--- src/cdb_config.svh ---
/*
 * CDB completion stage configuration.
 * Register file, ROB and result sizes plus the squash refill period.
 */
`ifndef CDB_CONFIG_SVH
`define CDB_CONFIG_SVH

`define PRF_SIZE 64 // Physical registers.
`define ROB_SIZE 32 // Reorder buffer entries.
`define CDB_XLEN 64 // Result word width.

// Bus stays blocked this many cycles after the squash cycle.
`define FLUSH_CYCLES 3

// mem1, mem2, mult1, mult2, adder1, adder2.
`define NUM_FU 6

`endif

--- src/cdb_pkg.sv ---
/*
 * CDB types shared by the completion stage.
 * Bus fields, the per-unit one-hot vector and the controller states.
 */
`include "cdb_config.svh"

package cdb_pkg;

	// Broadcast payload fields.
	typedef logic [`CDB_XLEN-1:0] cdb_data_t;
	typedef logic [$clog2(`PRF_SIZE)-1:0] prf_tag_t; // Destination physical register.
	typedef logic [$clog2(`ROB_SIZE)-1:0] rob_idx_t; // Owning ROB entry.

	// One bit per unit.
	// Bit 5 is mem1, bit 0 is adder2, so higher bit means higher priority.
	typedef logic [`NUM_FU-1:0] fu_onehot_t;

	// Controller states.
	typedef enum logic
	{
		CDB_RUN,   // Normal arbitration.
		CDB_FLUSH  // Bus blocked during refill.
	} cdb_state_t;

endpackage

--- src/cdb_ctrl.sv ---
/*
 * CDB controller.
 * Run/flush FSM and fixed-priority grant, mem1 highest down to adder2.
 */
`include "cdb_config.svh"

module cdb_ctrl (
	input  logic                clk,
	input  logic                rst_n,
	input  logic                squash,
	input  cdb_pkg::fu_onehot_t slot_full,
	input  logic                timer_done,   // Last blocked cycle.
	output cdb_pkg::fu_onehot_t fu_select,
	output logic                timer_start
);
	import cdb_pkg::*;

	cdb_state_t state_q;
	cdb_state_t state_d;

	always_comb
	begin
		state_d = state_q;
		case (state_q)
		CDB_RUN:
			if (squash)
				state_d = CDB_FLUSH;
		CDB_FLUSH:
			if (timer_done)
				state_d = CDB_RUN; // Squash here just clears slots again.
		default:
			state_d = CDB_RUN;
		endcase
	end

	always_ff @(posedge clk)
	begin
		if (!rst_n)
			state_q <= CDB_RUN;
		else
			state_q <= state_d;
	end

	assign timer_start = squash && (state_q == CDB_RUN); // One pulse per flush.

	// Priority pick. Later, higher bits overwrite lower ones.
	always_comb
	begin
		fu_select = '0;
		if (state_q == CDB_RUN && !squash)
		begin
			for (int i = 0; i < `NUM_FU; i++)
			begin
				if (slot_full[i])
					fu_select = fu_onehot_t'(1) << i;
			end
		end
	end

	// Timer hands the bus back exactly one refill period after the squash cycle.
	a_flush_length: assert property (@(posedge clk) disable iff (!rst_n)
		timer_start |-> ##(`FLUSH_CYCLES + 1) state_q == CDB_RUN);

endmodule

--- src/cdb_flush_timer.sv ---
/*
 * Refill countdown after a squash.
 * Loads the refill period on start and flags the last blocked cycle.
 */
`include "cdb_config.svh"

module cdb_flush_timer (
	input  logic clk,
	input  logic rst_n,
	input  logic timer_start,
	output logic timer_done
);
	localparam int CNT_W = $clog2(`FLUSH_CYCLES + 1);

	logic [CNT_W-1:0] count_q; // Blocked cycles still to go.

	always_ff @(posedge clk)
	begin
		if (!rst_n)
			count_q <= '0;
		else if (timer_start)
			count_q <= CNT_W'(`FLUSH_CYCLES);
		else if (count_q != '0)
			count_q <= count_q - 1'b1; // Holds at zero when idle.
	end

	// Count hits zero at this edge.
	assign timer_done = (count_q == CNT_W'(1));

	// No restart while a refill is still running.
	a_start_idle: assert property (@(posedge clk) disable iff (!rst_n)
		timer_start |-> count_q == '0);

endmodule

--- src/cdb_one_entry.sv ---
/*
 * CDB output mux.
 * Routes the selected unit's held result, tag and ROB index onto the bus.
 */
`include "cdb_config.svh"

module cdb_one_entry (
	input  cdb_pkg::fu_onehot_t fu_select,      // One-hot grant, or zero.

	input  cdb_pkg::cdb_data_t  mem1_result_in,
	input  cdb_pkg::prf_tag_t   mem1_dest_reg_idx,
	input  cdb_pkg::rob_idx_t   mem1_rob_idx,
	input  cdb_pkg::cdb_data_t  mem2_result_in,
	input  cdb_pkg::prf_tag_t   mem2_dest_reg_idx,
	input  cdb_pkg::rob_idx_t   mem2_rob_idx,
	input  cdb_pkg::cdb_data_t  mult1_result_in,
	input  cdb_pkg::prf_tag_t   mult1_dest_reg_idx,
	input  cdb_pkg::rob_idx_t   mult1_rob_idx,
	input  cdb_pkg::cdb_data_t  mult2_result_in,
	input  cdb_pkg::prf_tag_t   mult2_dest_reg_idx,
	input  cdb_pkg::rob_idx_t   mult2_rob_idx,
	input  cdb_pkg::cdb_data_t  adder1_result_in,
	input  cdb_pkg::prf_tag_t   adder1_dest_reg_idx,
	input  cdb_pkg::rob_idx_t   adder1_rob_idx,
	input  cdb_pkg::cdb_data_t  adder2_result_in,
	input  cdb_pkg::prf_tag_t   adder2_dest_reg_idx,
	input  cdb_pkg::rob_idx_t   adder2_rob_idx,

	output logic                cdb_valid,
	output cdb_pkg::prf_tag_t   cdb_tag,
	output cdb_pkg::cdb_data_t  cdb_out,
	output cdb_pkg::rob_idx_t   cdb_rob_idx
);
	import cdb_pkg::*;

	// Select codes, mem1 in the top bit.
	localparam fu_onehot_t SEL_MEM1   = fu_onehot_t'(1) << (`NUM_FU - 1);
	localparam fu_onehot_t SEL_MEM2   = fu_onehot_t'(1) << (`NUM_FU - 2);
	localparam fu_onehot_t SEL_MULT1  = fu_onehot_t'(1) << (`NUM_FU - 3);
	localparam fu_onehot_t SEL_MULT2  = fu_onehot_t'(1) << (`NUM_FU - 4);
	localparam fu_onehot_t SEL_ADDER1 = fu_onehot_t'(1) << (`NUM_FU - 5);
	localparam fu_onehot_t SEL_ADDER2 = fu_onehot_t'(1) << (`NUM_FU - 6);

	always_comb
	begin
		cdb_valid   = 1'b1; // Overridden by default arm.
		cdb_tag     = '0;
		cdb_out     = '0;
		cdb_rob_idx = '0;
		case (fu_select)
		SEL_MEM1:
			begin
				cdb_tag     = mem1_dest_reg_idx;
				cdb_out     = mem1_result_in;
				cdb_rob_idx = mem1_rob_idx;
			end
		SEL_MEM2:
			begin
				cdb_tag     = mem2_dest_reg_idx;
				cdb_out     = mem2_result_in;
				cdb_rob_idx = mem2_rob_idx;
			end
		SEL_MULT1:
			begin
				cdb_tag     = mult1_dest_reg_idx;
				cdb_out     = mult1_result_in;
				cdb_rob_idx = mult1_rob_idx;
			end
		SEL_MULT2:
			begin
				cdb_tag     = mult2_dest_reg_idx;
				cdb_out     = mult2_result_in;
				cdb_rob_idx = mult2_rob_idx;
			end
		SEL_ADDER1:
			begin
				cdb_tag     = adder1_dest_reg_idx;
				cdb_out     = adder1_result_in;
				cdb_rob_idx = adder1_rob_idx;
			end
		SEL_ADDER2:
			begin
				cdb_tag     = adder2_dest_reg_idx;
				cdb_out     = adder2_result_in;
				cdb_rob_idx = adder2_rob_idx;
			end
		default:
			cdb_valid = 1'b0; // Idle or illegal select, fields stay zero.
		endcase
	end

	// Controller must never grant two units at once.
	always_comb
	begin
		a_select_onehot0: assert ($onehot0(fu_select));
	end

endmodule

--- src/cdb_result_slots.sv ---
/*
 * Per-unit result holding slots.
 * Capture a unit's fields on done, release on grant, drop all on squash.
 */
`include "cdb_config.svh"

module cdb_result_slots (
	input  logic                clk,
	input  logic                rst_n,
	input  logic                squash,

	input  logic                mem1_done,
	input  cdb_pkg::cdb_data_t  mem1_result,
	input  cdb_pkg::prf_tag_t   mem1_tag,
	input  cdb_pkg::rob_idx_t   mem1_rob_idx,
	input  logic                mem2_done,
	input  cdb_pkg::cdb_data_t  mem2_result,
	input  cdb_pkg::prf_tag_t   mem2_tag,
	input  cdb_pkg::rob_idx_t   mem2_rob_idx,
	input  logic                mult1_done,
	input  cdb_pkg::cdb_data_t  mult1_result,
	input  cdb_pkg::prf_tag_t   mult1_tag,
	input  cdb_pkg::rob_idx_t   mult1_rob_idx,
	input  logic                mult2_done,
	input  cdb_pkg::cdb_data_t  mult2_result,
	input  cdb_pkg::prf_tag_t   mult2_tag,
	input  cdb_pkg::rob_idx_t   mult2_rob_idx,
	input  logic                adder1_done,
	input  cdb_pkg::cdb_data_t  adder1_result,
	input  cdb_pkg::prf_tag_t   adder1_tag,
	input  cdb_pkg::rob_idx_t   adder1_rob_idx,
	input  logic                adder2_done,
	input  cdb_pkg::cdb_data_t  adder2_result,
	input  cdb_pkg::prf_tag_t   adder2_tag,
	input  cdb_pkg::rob_idx_t   adder2_rob_idx,

	input  cdb_pkg::fu_onehot_t grant,          // Slot being broadcast this cycle.
	output cdb_pkg::fu_onehot_t slot_full,

	output cdb_pkg::cdb_data_t  mem1_held_result,
	output cdb_pkg::prf_tag_t   mem1_held_tag,
	output cdb_pkg::rob_idx_t   mem1_held_rob_idx,
	output cdb_pkg::cdb_data_t  mem2_held_result,
	output cdb_pkg::prf_tag_t   mem2_held_tag,
	output cdb_pkg::rob_idx_t   mem2_held_rob_idx,
	output cdb_pkg::cdb_data_t  mult1_held_result,
	output cdb_pkg::prf_tag_t   mult1_held_tag,
	output cdb_pkg::rob_idx_t   mult1_held_rob_idx,
	output cdb_pkg::cdb_data_t  mult2_held_result,
	output cdb_pkg::prf_tag_t   mult2_held_tag,
	output cdb_pkg::rob_idx_t   mult2_held_rob_idx,
	output cdb_pkg::cdb_data_t  adder1_held_result,
	output cdb_pkg::prf_tag_t   adder1_held_tag,
	output cdb_pkg::rob_idx_t   adder1_held_rob_idx,
	output cdb_pkg::cdb_data_t  adder2_held_result,
	output cdb_pkg::prf_tag_t   adder2_held_tag,
	output cdb_pkg::rob_idx_t   adder2_held_rob_idx
);
	import cdb_pkg::*;

	fu_onehot_t done_vec;
	fu_onehot_t full_q;
	cdb_data_t  res_in [`NUM_FU];  // Indexed by select bit.
	prf_tag_t   tag_in [`NUM_FU];
	rob_idx_t   rob_in [`NUM_FU];
	cdb_data_t  res_q  [`NUM_FU];
	prf_tag_t   tag_q  [`NUM_FU];
	rob_idx_t   rob_q  [`NUM_FU];

	assign done_vec = {mem1_done, mem2_done, mult1_done, mult2_done, adder1_done, adder2_done};

	assign res_in[5] = mem1_result;
	assign tag_in[5] = mem1_tag;
	assign rob_in[5] = mem1_rob_idx;
	assign res_in[4] = mem2_result;
	assign tag_in[4] = mem2_tag;
	assign rob_in[4] = mem2_rob_idx;
	assign res_in[3] = mult1_result;
	assign tag_in[3] = mult1_tag;
	assign rob_in[3] = mult1_rob_idx;
	assign res_in[2] = mult2_result;
	assign tag_in[2] = mult2_tag;
	assign rob_in[2] = mult2_rob_idx;
	assign res_in[1] = adder1_result;
	assign tag_in[1] = adder1_tag;
	assign rob_in[1] = adder1_rob_idx;
	assign res_in[0] = adder2_result;
	assign tag_in[0] = adder2_tag;
	assign rob_in[0] = adder2_rob_idx;

	// Occupancy. Squash beats done, done beats grant.
	always_ff @(posedge clk)
	begin
		if (!rst_n)
			full_q <= '0;
		else if (squash)
			full_q <= '0; // Late done in squash cycle is lost.
		else
			full_q <= done_vec | (full_q & ~grant);
	end

	// Payload only.
	always_ff @(posedge clk)
	begin
		for (int i = 0; i < `NUM_FU; i++)
		begin
			if (done_vec[i] && !squash)
			begin
				res_q[i] <= res_in[i];
				tag_q[i] <= tag_in[i];
				rob_q[i] <= rob_in[i];
			end
		end
	end

	assign slot_full = full_q; // Doubles as unit busy.

	assign mem1_held_result    = res_q[5];
	assign mem1_held_tag       = tag_q[5];
	assign mem1_held_rob_idx   = rob_q[5];
	assign mem2_held_result    = res_q[4];
	assign mem2_held_tag       = tag_q[4];
	assign mem2_held_rob_idx   = rob_q[4];
	assign mult1_held_result   = res_q[3];
	assign mult1_held_tag      = tag_q[3];
	assign mult1_held_rob_idx  = rob_q[3];
	assign mult2_held_result   = res_q[2];
	assign mult2_held_tag      = tag_q[2];
	assign mult2_held_rob_idx  = rob_q[2];
	assign adder1_held_result  = res_q[1];
	assign adder1_held_tag     = tag_q[1];
	assign adder1_held_rob_idx = rob_q[1];
	assign adder2_held_result  = res_q[0];
	assign adder2_held_tag     = tag_q[0];
	assign adder2_held_rob_idx = rob_q[0];

	// Units honour busy. A result may only land in a slot that is free or leaving.
	a_done_when_busy: assert property (@(posedge clk) disable iff (!rst_n)
		(done_vec & full_q & ~grant) == '0);

	// Controller only grants slots that hold something.
	a_grant_full: assert property (@(posedge clk) disable iff (!rst_n)
		(grant & ~full_q) == '0);

endmodule

--- src/cdb_top.sv ---
/*
 * CDB completion stage top.
 * Result slots, controller, refill timer and bus mux.
 */
module cdb_top (
	input  logic                clk,
	input  logic                rst_n,
	input  logic                squash,

	input  logic                mem1_done,
	input  cdb_pkg::cdb_data_t  mem1_result,
	input  cdb_pkg::prf_tag_t   mem1_tag,
	input  cdb_pkg::rob_idx_t   mem1_rob_idx,
	input  logic                mem2_done,
	input  cdb_pkg::cdb_data_t  mem2_result,
	input  cdb_pkg::prf_tag_t   mem2_tag,
	input  cdb_pkg::rob_idx_t   mem2_rob_idx,
	input  logic                mult1_done,
	input  cdb_pkg::cdb_data_t  mult1_result,
	input  cdb_pkg::prf_tag_t   mult1_tag,
	input  cdb_pkg::rob_idx_t   mult1_rob_idx,
	input  logic                mult2_done,
	input  cdb_pkg::cdb_data_t  mult2_result,
	input  cdb_pkg::prf_tag_t   mult2_tag,
	input  cdb_pkg::rob_idx_t   mult2_rob_idx,
	input  logic                adder1_done,
	input  cdb_pkg::cdb_data_t  adder1_result,
	input  cdb_pkg::prf_tag_t   adder1_tag,
	input  cdb_pkg::rob_idx_t   adder1_rob_idx,
	input  logic                adder2_done,
	input  cdb_pkg::cdb_data_t  adder2_result,
	input  cdb_pkg::prf_tag_t   adder2_tag,
	input  cdb_pkg::rob_idx_t   adder2_rob_idx,

	output cdb_pkg::fu_onehot_t fu_busy,      // Unit may not signal done while set.
	output logic                cdb_valid,
	output cdb_pkg::prf_tag_t   cdb_tag,
	output cdb_pkg::cdb_data_t  cdb_out,
	output cdb_pkg::rob_idx_t   cdb_rob_idx
);
	import cdb_pkg::*;

	fu_onehot_t slot_full;
	fu_onehot_t fu_select;
	logic       timer_start;
	logic       timer_done;

	// Held slot contents, named to match the slot ports.
	cdb_data_t  mem1_held_result;
	prf_tag_t   mem1_held_tag;
	rob_idx_t   mem1_held_rob_idx;
	cdb_data_t  mem2_held_result;
	prf_tag_t   mem2_held_tag;
	rob_idx_t   mem2_held_rob_idx;
	cdb_data_t  mult1_held_result;
	prf_tag_t   mult1_held_tag;
	rob_idx_t   mult1_held_rob_idx;
	cdb_data_t  mult2_held_result;
	prf_tag_t   mult2_held_tag;
	rob_idx_t   mult2_held_rob_idx;
	cdb_data_t  adder1_held_result;
	prf_tag_t   adder1_held_tag;
	rob_idx_t   adder1_held_rob_idx;
	cdb_data_t  adder2_held_result;
	prf_tag_t   adder2_held_tag;
	rob_idx_t   adder2_held_rob_idx;

	cdb_result_slots u_slots (
		.grant (fu_select), // Granted slot empties after broadcast.
		.*
	);

	cdb_ctrl u_ctrl (.*);

	cdb_flush_timer u_timer (.*);

	cdb_one_entry u_bus (
		.fu_select           (fu_select),
		.mem1_result_in      (mem1_held_result),
		.mem1_dest_reg_idx   (mem1_held_tag),
		.mem1_rob_idx        (mem1_held_rob_idx),
		.mem2_result_in      (mem2_held_result),
		.mem2_dest_reg_idx   (mem2_held_tag),
		.mem2_rob_idx        (mem2_held_rob_idx),
		.mult1_result_in     (mult1_held_result),
		.mult1_dest_reg_idx  (mult1_held_tag),
		.mult1_rob_idx       (mult1_held_rob_idx),
		.mult2_result_in     (mult2_held_result),
		.mult2_dest_reg_idx  (mult2_held_tag),
		.mult2_rob_idx       (mult2_held_rob_idx),
		.adder1_result_in    (adder1_held_result),
		.adder1_dest_reg_idx (adder1_held_tag),
		.adder1_rob_idx      (adder1_held_rob_idx),
		.adder2_result_in    (adder2_held_result),
		.adder2_dest_reg_idx (adder2_held_tag),
		.adder2_rob_idx      (adder2_held_rob_idx),
		.cdb_valid           (cdb_valid),
		.cdb_tag             (cdb_tag),
		.cdb_out             (cdb_out),
		.cdb_rob_idx         (cdb_rob_idx)
	);

	assign fu_busy = slot_full; // Full slot means unit still waiting.

endmodule

--- config.mk ---
export PLATFORM = sky130hd
export DESIGN_NAME = cdb_top
export DESIGN_NICKNAME = d
export VERILOG_FILES = /design/src/cdb_pkg.sv /design/src/cdb_ctrl.sv /design/src/cdb_flush_timer.sv /design/src/cdb_one_entry.sv /design/src/cdb_result_slots.sv /design/src/cdb_top.sv
export VERILOG_INCLUDE_DIRS = /design/src /design/src/src
export SDC_FILE = /design/constraint.sdc
export NUM_CORES = 1
export LEC_CHECK = 0
export ABC_AREA = 1
export BUFFER_PORTS_ARGS = -buffer_cell sky130_fd_sc_hd__buf_4
export CORE_AREA = 2 2 210 212
export DETAILED_ROUTE_END_ITERATION = 10
export DIE_AREA = 0 0 212 214
export GPL_TIMING_DRIVEN = 0
export HOLD_SLACK_MARGIN = 0.12
export PLACE_DENSITY = 0.66
export SYNTH_ARGS = -nofsm -noshare
export SYNTH_HDL_FRONTEND = slang
export SYNTH_SLANG_ARGS = --single-unit
--- constraint.sdc ---
create_clock -name clk -period 6.4 [get_ports clk]
set_clock_uncertainty 0.05 [all_clocks]
set_input_delay 0.32 -clock clk [delete_from_list [all_inputs] [get_ports clk]]
set_output_delay 0.32 -clock clk [all_outputs]
set_load 0.005 [all_outputs]
# Yosys cells after proc, flatten, opt, wreduce, memory -nomap -nowiden
# Memories as Yosys holds them, arrays and structs flattened.
# Cells that the tools add are included.
[word_totals] memories=3 output_inout_bits=82 mem_bits_ro=0 register_bits=9 wordCells=60 mem_bits_rw=450 latchBits=0
[classes] div=0 n_addsub=1 shifts=0 eq_ne=7 n_mux=28 n_mul=0 n_bitwise=5 n_lt_le_gt_ge=0 reduce_logical=13
[memory_table] name="u_slots.res_q" words=6 word_bits=64 rd=6 rd_clocked_by_memory_dff=0 write_ports=6 line="cdb_result_slots.sv:66" text="cdb_data_t res_q [`NUM_FU];"
[memory_table] name="u_slots.tag_q" words=6 word_bits=6 rd=6 rd_clocked_by_memory_dff=0 write_ports=6 line="cdb_result_slots.sv:67" text="prf_tag_t tag_q [`NUM_FU];"
[memory_table] name="u_slots.rob_q" words=6 word_bits=5 rd=6 rd_clocked_by_memory_dff=0 write_ports=6 line="cdb_result_slots.sv:68" text="rob_idx_t rob_q [`NUM_FU];"
[ops] operator="64-bit case mux with 6 select lines" n=1
[ops] operator="6-bit case mux with 6 select lines" n=1
[ops] operator="5-bit case mux with 6 select lines" n=1
[ops] operator="1-bit 2-to-1 mux" n=16
[ops] operator="6-bit 2-to-1 mux" n=2
[ops] operator="1-bit logical AND" n=8
[ops] operator="6-bit bitwise AND" n=1
[ops] operator="6-bit by 1-bit equality test with 1-bit output, second input constant" n=1
[ops] operator="6-bit by 2-bit equality test with 1-bit output, second input constant" n=1
[ops] operator="6-bit by 3-bit equality test with 1-bit output, second input constant" n=1
[ops] operator="6-bit by 4-bit equality test with 1-bit output, second input constant" n=1
[ops] operator="6-bit by 5-bit equality test with 1-bit output, second input constant" n=1
[ops] operator="6-bit equality test, second input constant" n=1
[ops] operator="2-bit 2-to-1 mux" n=3
[ops] operator="6-bit NOT" n=1
[ops] operator="6-bit bitwise OR" n=1
[ops] operator="6-bit OR reduction" n=1
[ops] operator="5-bit 2-to-1 mux" n=1
[ops] operator="4-bit 2-to-1 mux" n=1
[ops] operator="2-bit nonzero test" n=2
[ops] operator="3-bit 2-to-1 mux" n=1
[ops] operator="2-bit by 1-bit equality test with 1-bit output, second input constant" n=1
[ops] operator="1-bit NOT" n=2
[ops] operator="1-bit case mux with 2 select lines" n=1
[ops] operator="other kinds (3)" n=3

# Longest topological paths before layout
# Gate-level depths: netlist of run 1.
[logic_depth] word_depth=10 depth_mapped=10 mapped_depth_nobuf=7

# Cells and area by module
# From an unflattened synthesis of run 1, not the netlist that was laid out.
[hier_totals] cells_unflattened=1588 hier_area_um2=19203.4
[modules_own_cells] module="cdb_result_slots" instances=1 cells_per_inst=488 area_per_inst_um2=13763.2
[modules_own_cells] module="cdb_one_entry" instances=1 cells_per_inst=1055 area_per_inst_um2=5185.0
[modules_own_cells] module="cdb_ctrl" instances=1 cells_per_inst=26 area_per_inst_um2=131.4
[modules_own_cells] module="cdb_flush_timer" instances=1 cells_per_inst=19 area_per_inst_um2=123.9

# Worst setup path before layout of run 1
# OpenSTA, ideal clock, no wires.
[synth_timing] path_type="input port to flip-flop" startpoint="in squash" endpoint="mem u_slots.res_q[0][0] (netlist bit), enable pin" stages=2 arrival_time_ns=3.597 slack_ns=2.242 path_cell_list="buf_6 -> nor2_1"
[synth_lines] element="start, declared" line="cdb_top.sv:8" text="input logic squash,"
[synth_lines] element="end, declared" line="cdb_result_slots.sv:66"

# Worst setup path after layout of run 1
[layout_timing] startpoint="in squash" endpoint="out cdb_out[48]"
[layout_between] elab_chain_cells=5
[layout_rtl] element="1-bit logical NOT (*)" line="cdb_ctrl.sv:50" text="if (state_q == CDB_RUN && !squash)"
[layout_rtl] element="1-bit logical AND (*)" line="cdb_ctrl.sv:50"
[layout_rtl] element="6-bit 2-to-1 mux (*)" line="cdb_ctrl.sv:50"
[layout_rtl] element="6-bit by 1-bit equality test with 1-bit output (tied with other cells)" line="cdb_one_entry.sv:50" text="case (fu_select)"
[layout_rtl] element="64-bit case mux with 6 select lines (*)" line="cdb_one_entry.sv:50"
[layout_rtl] element="end, declared" line="cdb_top.sv:38" text="output cdb_pkg::cdb_data_t cdb_out,"
# Every way passes the cells marked *; elsewhere a longest branch is shown, timed or not.

==> results by group, run 1 <==
Status
  • Status: completed

Timing
  • Smallest hold slack: 0.390 ns
  • Final number of setup-violating endpoints: 0
  • RSZ-0062 raised after global routing: false
  • Slew @ Worst Pin: 0.931 ns
  • Final hold viol count: 0
  • Slew HR: 37.9%
  • Fin Setup TNS: 0 ns
  • Clock period minus worst slack: 3.36 ns
  • Max Clk Rate: 0.297 GHz
  • Period utilization: 52.6%
  • Final setup margin: 3.04 ns
  • Slew Viols, Final: 0

Finish
  • Share of layout cells above drive strength 1: 26.7%
  • Final Net Count: 3,020
  • Non-Filler Instances: 3,199
  • Commonest non-fill, non-tap cell in the layout: nand2_1
  • Layout fillers: 2,800
  • Reg area: 0.0137 sq mm
  • Area of the multi-input gates: 0.00362 sq mm
  • Most frequent cells in the layout: 567 x nand2_1, 558 x buf_4, 458 x dlygate4sd3_1, 450 x edfxtp_1, 160 x nand3_1
  • Final core utilization: 68.3%
  • Area growth from synthesis to layout: 62.2%

Synth
  • Sequential area share after synthesis: 75.9%
  • Synth Instances: 1,496
  • Synth area leaders: edfxtp_1 75%, nand2_1 12%, nand3_1 4.4%, inv_1 2.1%, nor2_1 2.0%
  • Warnings, synthesis: 0
  • Largest family of logic cells by synthesized area: simple AND/OR/NAND/NOR gates
  • #FFs+latches synth: 459
  • Synth area leader: edfxtp_1
  • Multiplexer share of the synthesized area: 0%
  • Syn Std Cell Area: 0.0180 sq mm
  • Synth top area share: 74.9%
  • Synth Area in Compound Gates: 0.374%
  • Net Count, Synth: 1,957
  • Library cells used by synthesis: 23
  • Simple-gate share of the synthesized area: 19.3%
  • Adder-cell area share of the yosys netlist: 0.139%
  • XOR/XNOR Fraction of Synth Area: 0%
  • Syn_area_per_cell: 12.1 sq um

Critical path
  • Critical path data required time: 6.03 ns
  • Nature of the critical path endpoint: output port
  • Crit path arrival time: 2.99 ns
  • Crit path launch type: primary input
  • Worst r2r src: u_slots.slot_full[4]$_SDFF_PP0_
  • CP startpoint: squash
  • Max Fanout on Critical Path: 10
  • Critical path class: primary input to output port
  • R2R depth: 8

GRT
  • Met3 usage in global routing: 6.45%
  • Grt met1 use: 34.3%
  • Total GRT Usage: 30.1%
  • Gr ovfl total: 0
  • Antenna violations before repair: 16
  • GR peak layer: met2
  • Largest net degree at the start of global routing: 32
  • Vias in the first global route: 17,400
  • First-pass GRT wire length: 101,000 um
  • Met2 track demand over resource: 52.7%

Floorplan
  • I/O pins: 541
  • Die Width: 212 um
  • Core ar.: 0.0429 sq mm
  • Cell Rows: 76
  • Die height: 214 um
  • Initial core utilization: 42.1%
  • Die area: 0.0454 sq mm

Placement
  • DP Worst Slack: 3.57 ns
  • Routability congestion estimate: 0.864
  • Hpwl dp: 42,900 um
  • PortBufs: 539
  • Placed insts: 2,634

Clock tree
  • Clk_lat worst skew: 0.60 ns
  • CTS Hold Buffers Added: 458
  • CTS tree: yes
  • Setup Buffers After CTS: 0
  • Clock Path Buffers: 3
  • # H-tree levels: 2
  • CTS clk-pin slew, worst paths: 0.06 ns
  • Clock buffer count from CTS: 50
  • Post-cts sizing count: 0
  • Clk sinks: 459
  • Root Buffer: clkbuf_16

Route
  • Via density: 5.05
  • DR iter-0 viols: 1,668
  • DRC viols: 0
  • Wirelength, routed: 69,500 um
  • Drt wl/cell: 21.7 um
  • DR vias: 16,200
  • DRT antenna net count: 0
  • Drt pass-1 iters: 6

Min path
  • Hold Path Origin: adder2_tag[5]
  • Hold crit path type: primary input to flip-flop
  • WHS Path Cells: 2

Pwr
  • Pwr dens: 245 mW/mm^2
  • Static leakage: 12.7 nW
  • Worst vdd ir: 0.000253 V

Job
  • Max_cap viols: 0
layout make-up:
cell class                 instances  area share (%)
sequential                       459            46.8
timing repair buffer            1011            30.4
multi-input combinational        865            12.4
clock buffer                      60            4.40
tap                              585            2.50
inverter                         105            1.35
buffer                            67            1.31
clock inverter                    30           0.701
antenna                           17           0.145
registers in the layout, indices dropped and copies added, names as in the netlist:
signal / count
u_slots.res_q: 384
u_slots.tag_q: 36
u_slots.rob_q: 30
u_slots.slot_full: 6
u_timer.count_q: 2
u_ctrl.state_q: 1
stage by stage:
step	area [sq um]	power [mW]
floorplan	18000	3.82
global placement	22800	4.22
detailed placement	23200	4.24
CTS	29200	7.14
global route	29300	7.36
finish	29300	7.17
where the power goes:
part	internal, mW	switching [mW]	leakage [nW]
combinational	0.475	0.381	7.66
sequential	3.53	0.0657	4.30
clock	1.51	1.21	0.737
total	5.52	1.65	12.7
metal layers:
layer  vias up  wire length (um)
met5         -                19
met4         4              3430
met3       245              6150
met2      1034             35200
met1      7683             24700
li1       7200                 -
worst paths after layout:
kind                                                         to  slack [ns]
worst min register to register  u_slots.slot_full[0]$_SDFF_PP0_        0.48
worst min-delay path              u_slots.tag_q[0][5]$_DFFE_PP_        0.39
worst max-delay path                                cdb_out[48]        3.04
worst max register to register  u_slots.slot_full[0]$_SDFF_PP0_        4.55
worst max-delay path: stages:
cell and delay [ns]:
dlygate4sd3_1 0.55, buf_6 0.18, inv_2 0.06, nand2_1 0.10, nor2_2 0.73, buf_2 0.44
nand2_1 0.22, nand2_1 0.13, inv_1 0.05, nand2_1 0.07, buf_4 0.13
cells by family after synthesis:
logic type                 Yosys count
DFF                                459
AOI/OAI and AO/OA                   13
adders and majority gates            2
and+or+nand+nor                    850
buffers and inverters              172
Yosys cell counts:
library cell and n:
edfxtp_1 450, nand4_1 20, nor2_2 5, ha_1 2
nor3_1 1, buf_6 2, nor2_8 1, clkbuf_1 7
nand3_1 160, dfxtp_1 9, buf_4 19, a21oi_1 7
inv_4 1, buf_1 3, buf_2 36, nand3_2 1
nand2_1 567, o31ai_1 1, o21ai_0 5, nor2_1 94
inv_2 3, inv_1 101, nand2_4 1
(Power assumes the default switching activity.)
==> run 2, diff against run 1 <==
--- a/config.mk
+++ b/config.mk
@@ -6,11 +6,11 @@
 export SDC_FILE = /design/constraint.sdc
 export NUM_CORES = 1
 export LEC_CHECK = 0
-export ABC_AREA = 1
+export ABC_AREA = 0
 export BUFFER_PORTS_ARGS = -buffer_cell sky130_fd_sc_hd__buf_4
-export CORE_AREA = 2 2 210 212
+export CORE_AREA = 2 2 212 214
 export DETAILED_ROUTE_END_ITERATION = 10
-export DIE_AREA = 0 0 212 214
+export DIE_AREA = 0 0 214 216
 export GPL_TIMING_DRIVEN = 0
 export HOLD_SLACK_MARGIN = 0.12
 export PLACE_DENSITY = 0.66
==> constraint.sdc (replaced) <==
create_clock -name clk -period 3.5 [get_ports clk]
set_clock_uncertainty 0.05 [all_clocks]
set_input_delay 0.175 -clock clk [delete_from_list [all_inputs] [get_ports clk]]
set_output_delay 0.175 -clock clk [all_outputs]
set_load 0.005 [all_outputs]
==> run 2 against run 1 <==
Clock power increased by 81%. Critical path depth decreased by 4. Sequential power increased by 83%. Count of clock-buffer cells in the layout did not move. Area after synthesis rose by 2.0%. Critical path type is now flip-flop to output port.
==> results by group, run 2 <==
Synth
  • #FFs+latches synth: 459 (unchanged)
  • Synth Instances: 1,203 (-20%)
  • Syn_area_per_cell: 15.3 sq um (+27%)
  • Synth area leader: edfxtp_1
  • Asr flop ratio synth: 0% (unchanged)
  • Syn Std Cell Area: 0.0184 sq mm (+2.0%)
  • Library cells used by synthesis: 29 (+26%)
  • Synth area leaders: edfxtp_1 73%, nand3b_1 6.1%, a2111o_1 4.6%, nand2_1 3.1%, and3_1 2.6%
  • Top_reg_cell synth: edfxtp_1
  • Count leader, synth: edfxtp_1
  • Sequential area share after synthesis: 74.3% (-1.5 points)
  • Net Count, Synth: 1,664 (-15%)
  • Synth top area share: 73.4% (-1.5 points)
  • Synth top cells by count: 450 x edfxtp_1, 150 x nand2_1, 150 x nand3b_1, 81 x a21oi_1, 80 x clkbuf_1
  • Number of synthesized flops with an enable pin: 450 (unchanged)
  • Warnings, synthesis: 0 (unchanged)

GRT
  • Total GRT Usage: 30.9% (+0.83 points)
  • Gr ovfl total: 0 (unchanged)
  • Vias in the first global route: 17,100 (-1.6%)
  • GR peak layer: met2
  • Largest net degree at the start of global routing: 32 (unchanged)
  • Grt met1 use: 37.6% (+3.3 points)
  • Met2 track demand over resource: 53.6% (+0.94 points)
  • Met3 usage in global routing: 5.78% (-0.67 points)
  • Antenna violations before repair: 16 (unchanged)
  • First-pass GRT wire length: 106,000 um (+5.1%)

Pwr
  • Gate power share: 13.2% (+1.3 points)
  • Switching share of power: 23.1% (about the same)
  • Power, Total: 13.2 mW (+85%)
  • P_int: 10.2 mW (+85%)
  • Static leakage: 11.7 nW (-8.1%)
  • Pwr dens: 445 mW/mm^2 (+82%)
  • Clock power frac: 37.2% (-0.7 points)
  • Reported net switching power: 3.06 mW (+85%)
  • Worst vdd ir: 0.000418 V (+66%)
  • Sequential share of power: 49.6% (-0.5 points)

Clock tree
  • Setup Buffers After CTS: 0 (unchanged)
  • Clock buffer count from CTS: 49 (-2.0%)
  • Root Buffer: clkbuf_16
  • CTS tree: yes
  • Clk sinks: 459 (unchanged)
  • Clock Path Buffers: 3 (unchanged)
  • Clk_lat worst skew: 0.57 ns (-0.03 ns)
  • # H-tree levels: 2 (unchanged)
  • CTS clk-pin slew, worst paths: 0.06 ns (about the same)

Finish
  • Largest register FFs: 384 (unchanged)
  • Final Net Count: 2,732 (-9.5%)
  • Most flops, register: u_slots.res_q
  • Top Registers: u_slots.res_q x384, u_slots.tag_q x36, u_slots.rob_q x30
  • Area growth from synthesis to layout: 61.5%
  • Commonest non-fill, non-tap cell in the layout: buf_4
  • Share of layout cells above drive strength 1: 29.1% (+2.4 points)
  • Most frequent cells in the layout: 541 x buf_4, 462 x dlygate4sd3_1, 450 x edfxtp_1, 150 x nand2_1, 150 x nand3b_1
  • Layout fillers: 2,878 (+2.8%)
  • Final core utilization: 67.9% (-0.40 points)

Critical path
  • Crit path arrival time: 3.16 ns (+0.17 ns)
  • Crit path launch type: flip-flop
  • Critical path cell sequence: buf_2 -> clkdlybuf4s15_1 -> clkbuf_1 -> nand3b_1 -> a21oi_1 -> a2111o_1 -> buf_4
  • Nature of the critical path endpoint: output port
  • Critical path data required time: 3.27 ns (-2.76 ns)
  • Max Fanout on Critical Path: 10 (unchanged)
  • Critical path class: flip-flop to output port
  • CP max stage cell: clkdlybuf4s15_1
  • Critical Path Max Stage Delay: 0.68 ns (-0.05 ns)

Placement
  • PortBufs: 540 (+0.19%)
  • DP Worst Slack: 0.382 ns (-3.19 ns)
  • Hpwl dp: 46,500 um (+8.5%)
  • Routability congestion estimate: 0.876 (+1.4%)

Floorplan
  • Cell Rows: 77 (+1.3%)
  • Die Width: 214 um (+0.94%)
  • Core ar.: 0.0438 sq mm (+2.2%)
  • Die area: 0.0462 sq mm (+1.9%)
  • I/O pins: 541 (unchanged)
  • Initial core utilization: 42.0% (-0.073 points)
  • Die height: 216 um (+0.93%)

Timing
  • Final hold viol count: 0 (unchanged)
  • Slew @ Worst Pin: 0.814 ns (-0.116 ns)
  • Final setup margin: 0.112 ns (-2.92 ns)
  • Slew Viols, Final: 0 (unchanged)
  • RSZ-0062 raised after global routing: false
  • Period utilization: 96.8%
  • Clock period minus worst slack: 3.39 ns
  • Max Clk Rate: 0.295 GHz
  • Fin Setup TNS: 0 ns (unchanged)
  • Slew HR: 45.6% (+7.7 points)
  • Final number of setup-violating endpoints: 0 (unchanged)

Route
  • DR iter-0 viols: 1,409 (-16%)
  • DR vias: 16,000 (-1.2%)
  • Wirelength, routed: 72,800 um (+4.8%)
  • Via density: 5.49 (+8.6%)
  • DRC viols: 0 (unchanged)
  • Drt pass-1 iters: 5 (-1)
  • Drt wl/cell: 25.0 um (+15%)
  • DRT antenna net count: 0 (unchanged)

Status
  • Status: completed

Min path
  • Hold crit path type: primary input to flip-flop

Job
  • Max_cap viols: 0 (unchanged)
run 2: cell types whose count changed in the layout (fill, tap and decap cells not counted), moves of 58 or more:
cell / previous run / this run
clkbuf_1: 17 / 84
nand3_1: 160 / 0
inv_1: 101 / 5
nand3b_1: 0 / 150
and3_1: 0 / 76
nand2_1: 567 / 150
a21oi_1: 7 / 81
nor2_1: 88 / 2
a2111o_1: 0 / 75
a211oi_1: 0 / 58
run 2: path summary, 6_finish.rpt:
kind	from	to	slack [ns]	depth (start not counted)
max	u_slots.slot_full[4]$_SDFF_PP0_	cdb_out[28]	0.11	7
min reg2reg	u_ctrl.state_q$_SDFF_PN0_	u_ctrl.state_q$_SDFF_PN0_	0.56	2
max reg2reg	u_slots.slot_full[5]$_SDFF_PP0_	u_slots.slot_full[5]$_SDFF_PP0_	0.74	6
min	adder2_result[1]	u_slots.res_q[0][1]$_DFFE_PP_	0.27	2
run 2: repair_timing:
action	4_1_cts	5_1_grt
hold buffers	462	0
resized for setup	4	6
setup endpoints to repair	63	12
endpoints found under the hold margin	545	0
run 2: routing by layer:
layer | wire [um] | part of all wire, %
met5 | 16 | 0.022
met4 | 3090 | 4.2
met3 | 5760 | 7.9
met2 | 36500 | 50
met1 | 27500 | 38
run 2: worst max-delay path: cells and delay by family (launching register included):
family,cells,cell delay (ns)
buffers and inverters,4,1.66
AO/OA/AOI/OAI,2,0.41
flip-flops,1,0.33
AND/OR/NAND/NOR,1,0.18
run 2: area by class of cell:
cell class / instances / area (sq um) / share of cell area, %
repair buffers: 1018 / 9040 / 30.4
clock inverters: 22 / 185 / 0.622
diodes: 15 / 37.5 / 0.126
multi-input cells: 635 / 4320 / 14.5
clock buffers: 60 / 1270 / 4.26
inverters: 5 / 18.8 / 0.0631
plain buffers: 103 / 453 / 1.52
well taps: 592 / 741 / 2.49
flip-flops and latches: 459 / 13700 / 46.0
run 2: logic make-up after synthesis:
kind of cell             share of synthesized area (%)
AO/OA/AOI/OAI                                     10.6
XOR/XNOR                                        0.0476
adder cells (fa/ha/maj)                          0.136
buffers and inverters                             2.51
flip-flops                                        74.3
multiplexers                                    0.0611
AND/OR/NAND/NOR                                   12.3
run 2: power by group through the flow:
stage / registers, mW / clock network [mW] / logic, mW
3_3_place_gp: 6.71 / 0 / 1.18
3_5_place_dp: 6.67 / 0 / 1.25
2_1_floorplan: 6.66 / 0 / 0.430
6_report: 6.57 / 4.93 / 1.75
4_1_cts: 6.56 / 4.94 / 1.70
5_1_grt: 6.60 / 5.17 / 1.83
run 2: per-stage QoR:
step / cells / instance area, sq um / hold slack [ns]
after floorplan: 1203 / 18400 / 0.224
after global placement: 2335 / 23200 / 0.304
after detailed placement: 2351 / 23600 / 0.304
after CTS: 2894 / 29700 / 0.228
after global routing: 2909 / 29700 / 0.248
final: 2909 / 29700 / 0.268
==> run 3, diff against run 2 <==
--- a/config.mk
+++ b/config.mk
@@ -8,12 +8,12 @@
 export LEC_CHECK = 0
 export ABC_AREA = 0
 export BUFFER_PORTS_ARGS = -buffer_cell sky130_fd_sc_hd__buf_4
-export CORE_AREA = 2 2 212 214
+export CORE_AREA = 2 2 209 211
 export DETAILED_ROUTE_END_ITERATION = 10
-export DIE_AREA = 0 0 214 216
+export DIE_AREA = 0 0 211 213
 export GPL_TIMING_DRIVEN = 0
 export HOLD_SLACK_MARGIN = 0.12
-export PLACE_DENSITY = 0.66
+export PLACE_DENSITY = 0.68
 export SYNTH_ARGS = -nofsm -noshare
 export SYNTH_HDL_FRONTEND = slang
 export SYNTH_SLANG_ARGS = --single-unit
==> run 3 against run 2 <==
Via count grew 0.45%. Count of clock-buffer cells in the layout down 2. Non-clock buffer count grew 1. Clock power grew 7.9%. Core utilization rose by 2.0 points. Critical path depth did not move. Die area shrank 2.8%. Register-to-register slack worse by 0.04 ns. Combinational power is essentially flat. Final area grew 0.31%. Worst hold slack worse by 0.016 ns.
==> results by group, run 3 (synthesis results as in run 2) <==
Status
  • Status: completed

Clock tree
  • Root Buffer: clkbuf_16
  • CTS clk-pin slew, worst paths: 0.07 ns (about the same)
  • Clock buffer count from CTS: 49 (unchanged)
  • Clk_lat worst skew: 0.58 ns (about the same)
  • # H-tree levels: 2 (unchanged)
  • Clock Path Buffers: 3 (unchanged)
  • Clk sinks: 459 (unchanged)
  • CTS tree: yes

GRT
  • Antenna violations before repair: 14 (-2)
  • Total GRT Usage: 32.2% (+1.4 points)
  • Gr ovfl total: 0 (unchanged)
  • Vias in the first global route: 17,200 (+0.79%)
  • First-pass GRT wire length: 106,000 um (-0.47%)
  • Largest net degree at the start of global routing: 32 (unchanged)

Critical path
  • Max Fanout on Critical Path: 10 (unchanged)
  • Crit path depth: 7 (unchanged)
  • Worst r2r src: u_slots.slot_full[5]$_SDFF_PP0_
  • Critical path cell sequence: buf_2 -> clkbuf_2 -> clkbuf_1 -> nand2_1 -> a211oi_1 -> a2111o_1 -> buf_4
  • Nature of the critical path endpoint: output port
  • Worst path bufs/invs: 4 (unchanged)
  • CP startpoint: u_slots.slot_full[2]$_SDFF_PP0_
  • Critical path data required time: 3.27 ns (about the same)
  • CP max stage cell: clkbuf_1
  • Critical Path Max Stage Delay: 0.58 ns (-0.10 ns)
  • Critical path class: flip-flop to output port
  • Crit path launch type: flip-flop
  • R2R depth: 6 (unchanged)
  • CP delay by family, top: buffers and inverters
  • Crit path arrival time: 3.13 ns (-0.03 ns)

Timing
  • Slew HR: 48.1% (+2.5 points)
  • Final number of setup-violating endpoints: 0 (unchanged)
  • Final hold viol count: 0 (unchanged)
  • Final setup margin: 0.142 ns (+0.0305 ns)
  • Period utilization: 95.9% (-0.87 points)
  • Clock period minus worst slack: 3.36 ns (-0.0305 ns)
  • Slew @ Worst Pin: 0.779 ns (-0.0355 ns)
  • Max Clk Rate: 0.298 GHz (+0.91%)
  • RSZ-0062 raised after global routing: false
  • Slew Viols, Final: 0 (unchanged)
  • Fin Setup TNS: 0 ns (unchanged)

Floorplan
  • I/O pins: 541 (unchanged)
  • Die height: 213 um (-1.4%)
  • Die area: 0.0449 sq mm (-2.8%)
  • Die Width: 211 um (-1.4%)
  • Cell Rows: 76 (-1.3%)
  • Initial core utilization: 43.1% (+1.1 points)
  • Core ar.: 0.0427 sq mm (-2.6%)

Min path
  • Hold Path Origin: adder1_result[7]
  • WHS Path Cells: 2 (unchanged)
  • Hold crit path type: primary input to flip-flop

Finish
  • Area of the multi-input gates: 0.00432 sq mm (unchanged)
  • Commonest non-fill, non-tap cell in the layout: buf_4
  • Final Net Count: 2,733 (+0.037%)
  • Area growth from synthesis to layout: 62.0%
  • Non-Filler Instances: 2,872 (-1.3%)
  • Layout fillers: 2,660 (-7.6%)
  • Share of layout cells above drive strength 1: 29.5% (+0.38 points)
  • Reg area: 0.0137 sq mm (unchanged)
  • Top Registers: u_slots.res_q x384, u_slots.tag_q x36, u_slots.rob_q x30
  • Most flops, register: u_slots.res_q
  • Largest register FFs: 384 (unchanged)
  • Most frequent cells in the layout: 541 x buf_4, 462 x dlygate4sd3_1, 450 x edfxtp_1, 150 x nand2_1, 150 x nand3b_1

Placement
  • PortBufs: 540 (unchanged)
  • Routability congestion estimate: 0.867 (-1.0%)
  • Hpwl dp: 45,700 um (-1.8%)
  • DP Worst Slack: 0.355 ns (-0.0272 ns)
  • Placed insts: 2,305 (-2.0%)

Route
  • DRT antenna net count: 0 (unchanged)
  • DR vias: 16,000 (+0.45%)
  • Drt wl/cell: 25.9 um (+3.4%)
  • Drt pass-1 iters: 6 (+1)
  • Wirelength, routed: 74,300 um (+2.1%)
  • DRC viols: 0 (unchanged)
  • DR iter-0 viols: 1,569 (+11%)
  • Via density: 5.58 (+1.7%)

Pwr
  • Static leakage: 11.7 nW (+0.63%)
  • Power, Total: 13.7 mW (+3.1%)
  • Pwr dens: 458 mW/mm^2 (+2.8%)
  • Worst vdd ir: 0.000457 V (+9.1%)

Job
  • Max_cap viols: 0 (unchanged)
==> run 3: cell type report <==
cell class	count	area share, %
timing repair buffer	1018	30.3
sequential	459	45.9
clock inverter	31	1.03
antenna	16	0.134
clock buffer	58	4.36
inverter	5	0.0629
tap	546	2.29
buffer	104	1.51
multi-input combinational	635	14.5
==> run 3: what timing repair did <==
| action | in CTS | in global routing |
|---|---|---|
| setup buffers | 0 | 0 |
| hold endpoints to repair | 544 | 0 |
| pin swaps | 0 | 0 |
| hold buffers | 462 | 0 |
| gates resized for setup | 5 | 4 |
| setup endpoints to repair | 62 | 54 |
==> run 3: final timing paths <==
path / end / slack [ns]
setup / recovery: cdb_tag[3] / 0.14
hold reg to reg: u_ctrl.state_q$_SDFF_PN0_ / 0.55
hold / removal: u_slots.res_q[1][7]$_DFFE_PP_ / 0.25
setup reg to reg: u_slots.slot_full[5]$_SDFF_PP0_ / 0.70
==> run 3: per-layer routing <==
layer	routed length, um	GRT usage (%)	vias to the layer above	share of wire (%)
met2	37800	56.5	1098	51
met5	13	0	-	0.017
li1	-	-	6872	-
met3	6320	6.75	219	8.5
met4	3100	15.0	2	4.2
met1	27100	38.1	7846	36
==> run 3: through the flow <==
step                hold slack [ns]  cell area [sq um]  utilization, %
finish                        0.253              29800            69.9
global route                  0.238              29800            69.9
CTS                           0.220              29800            69.8
detailed placement            0.304              23600            55.2
global placement              0.304              23200            54.2
floorplan                     0.224              18400               -
==> run 3: report_power, final <==
group | internal (mW) | switching [mW] | total, mW | leakage, nW
clock | 3.09 | 2.23 | 5.32 | 0.782
sequential | 6.45 | 0.119 | 6.57 | 4.30
combinational | 0.962 | 0.803 | 1.76 | 6.66
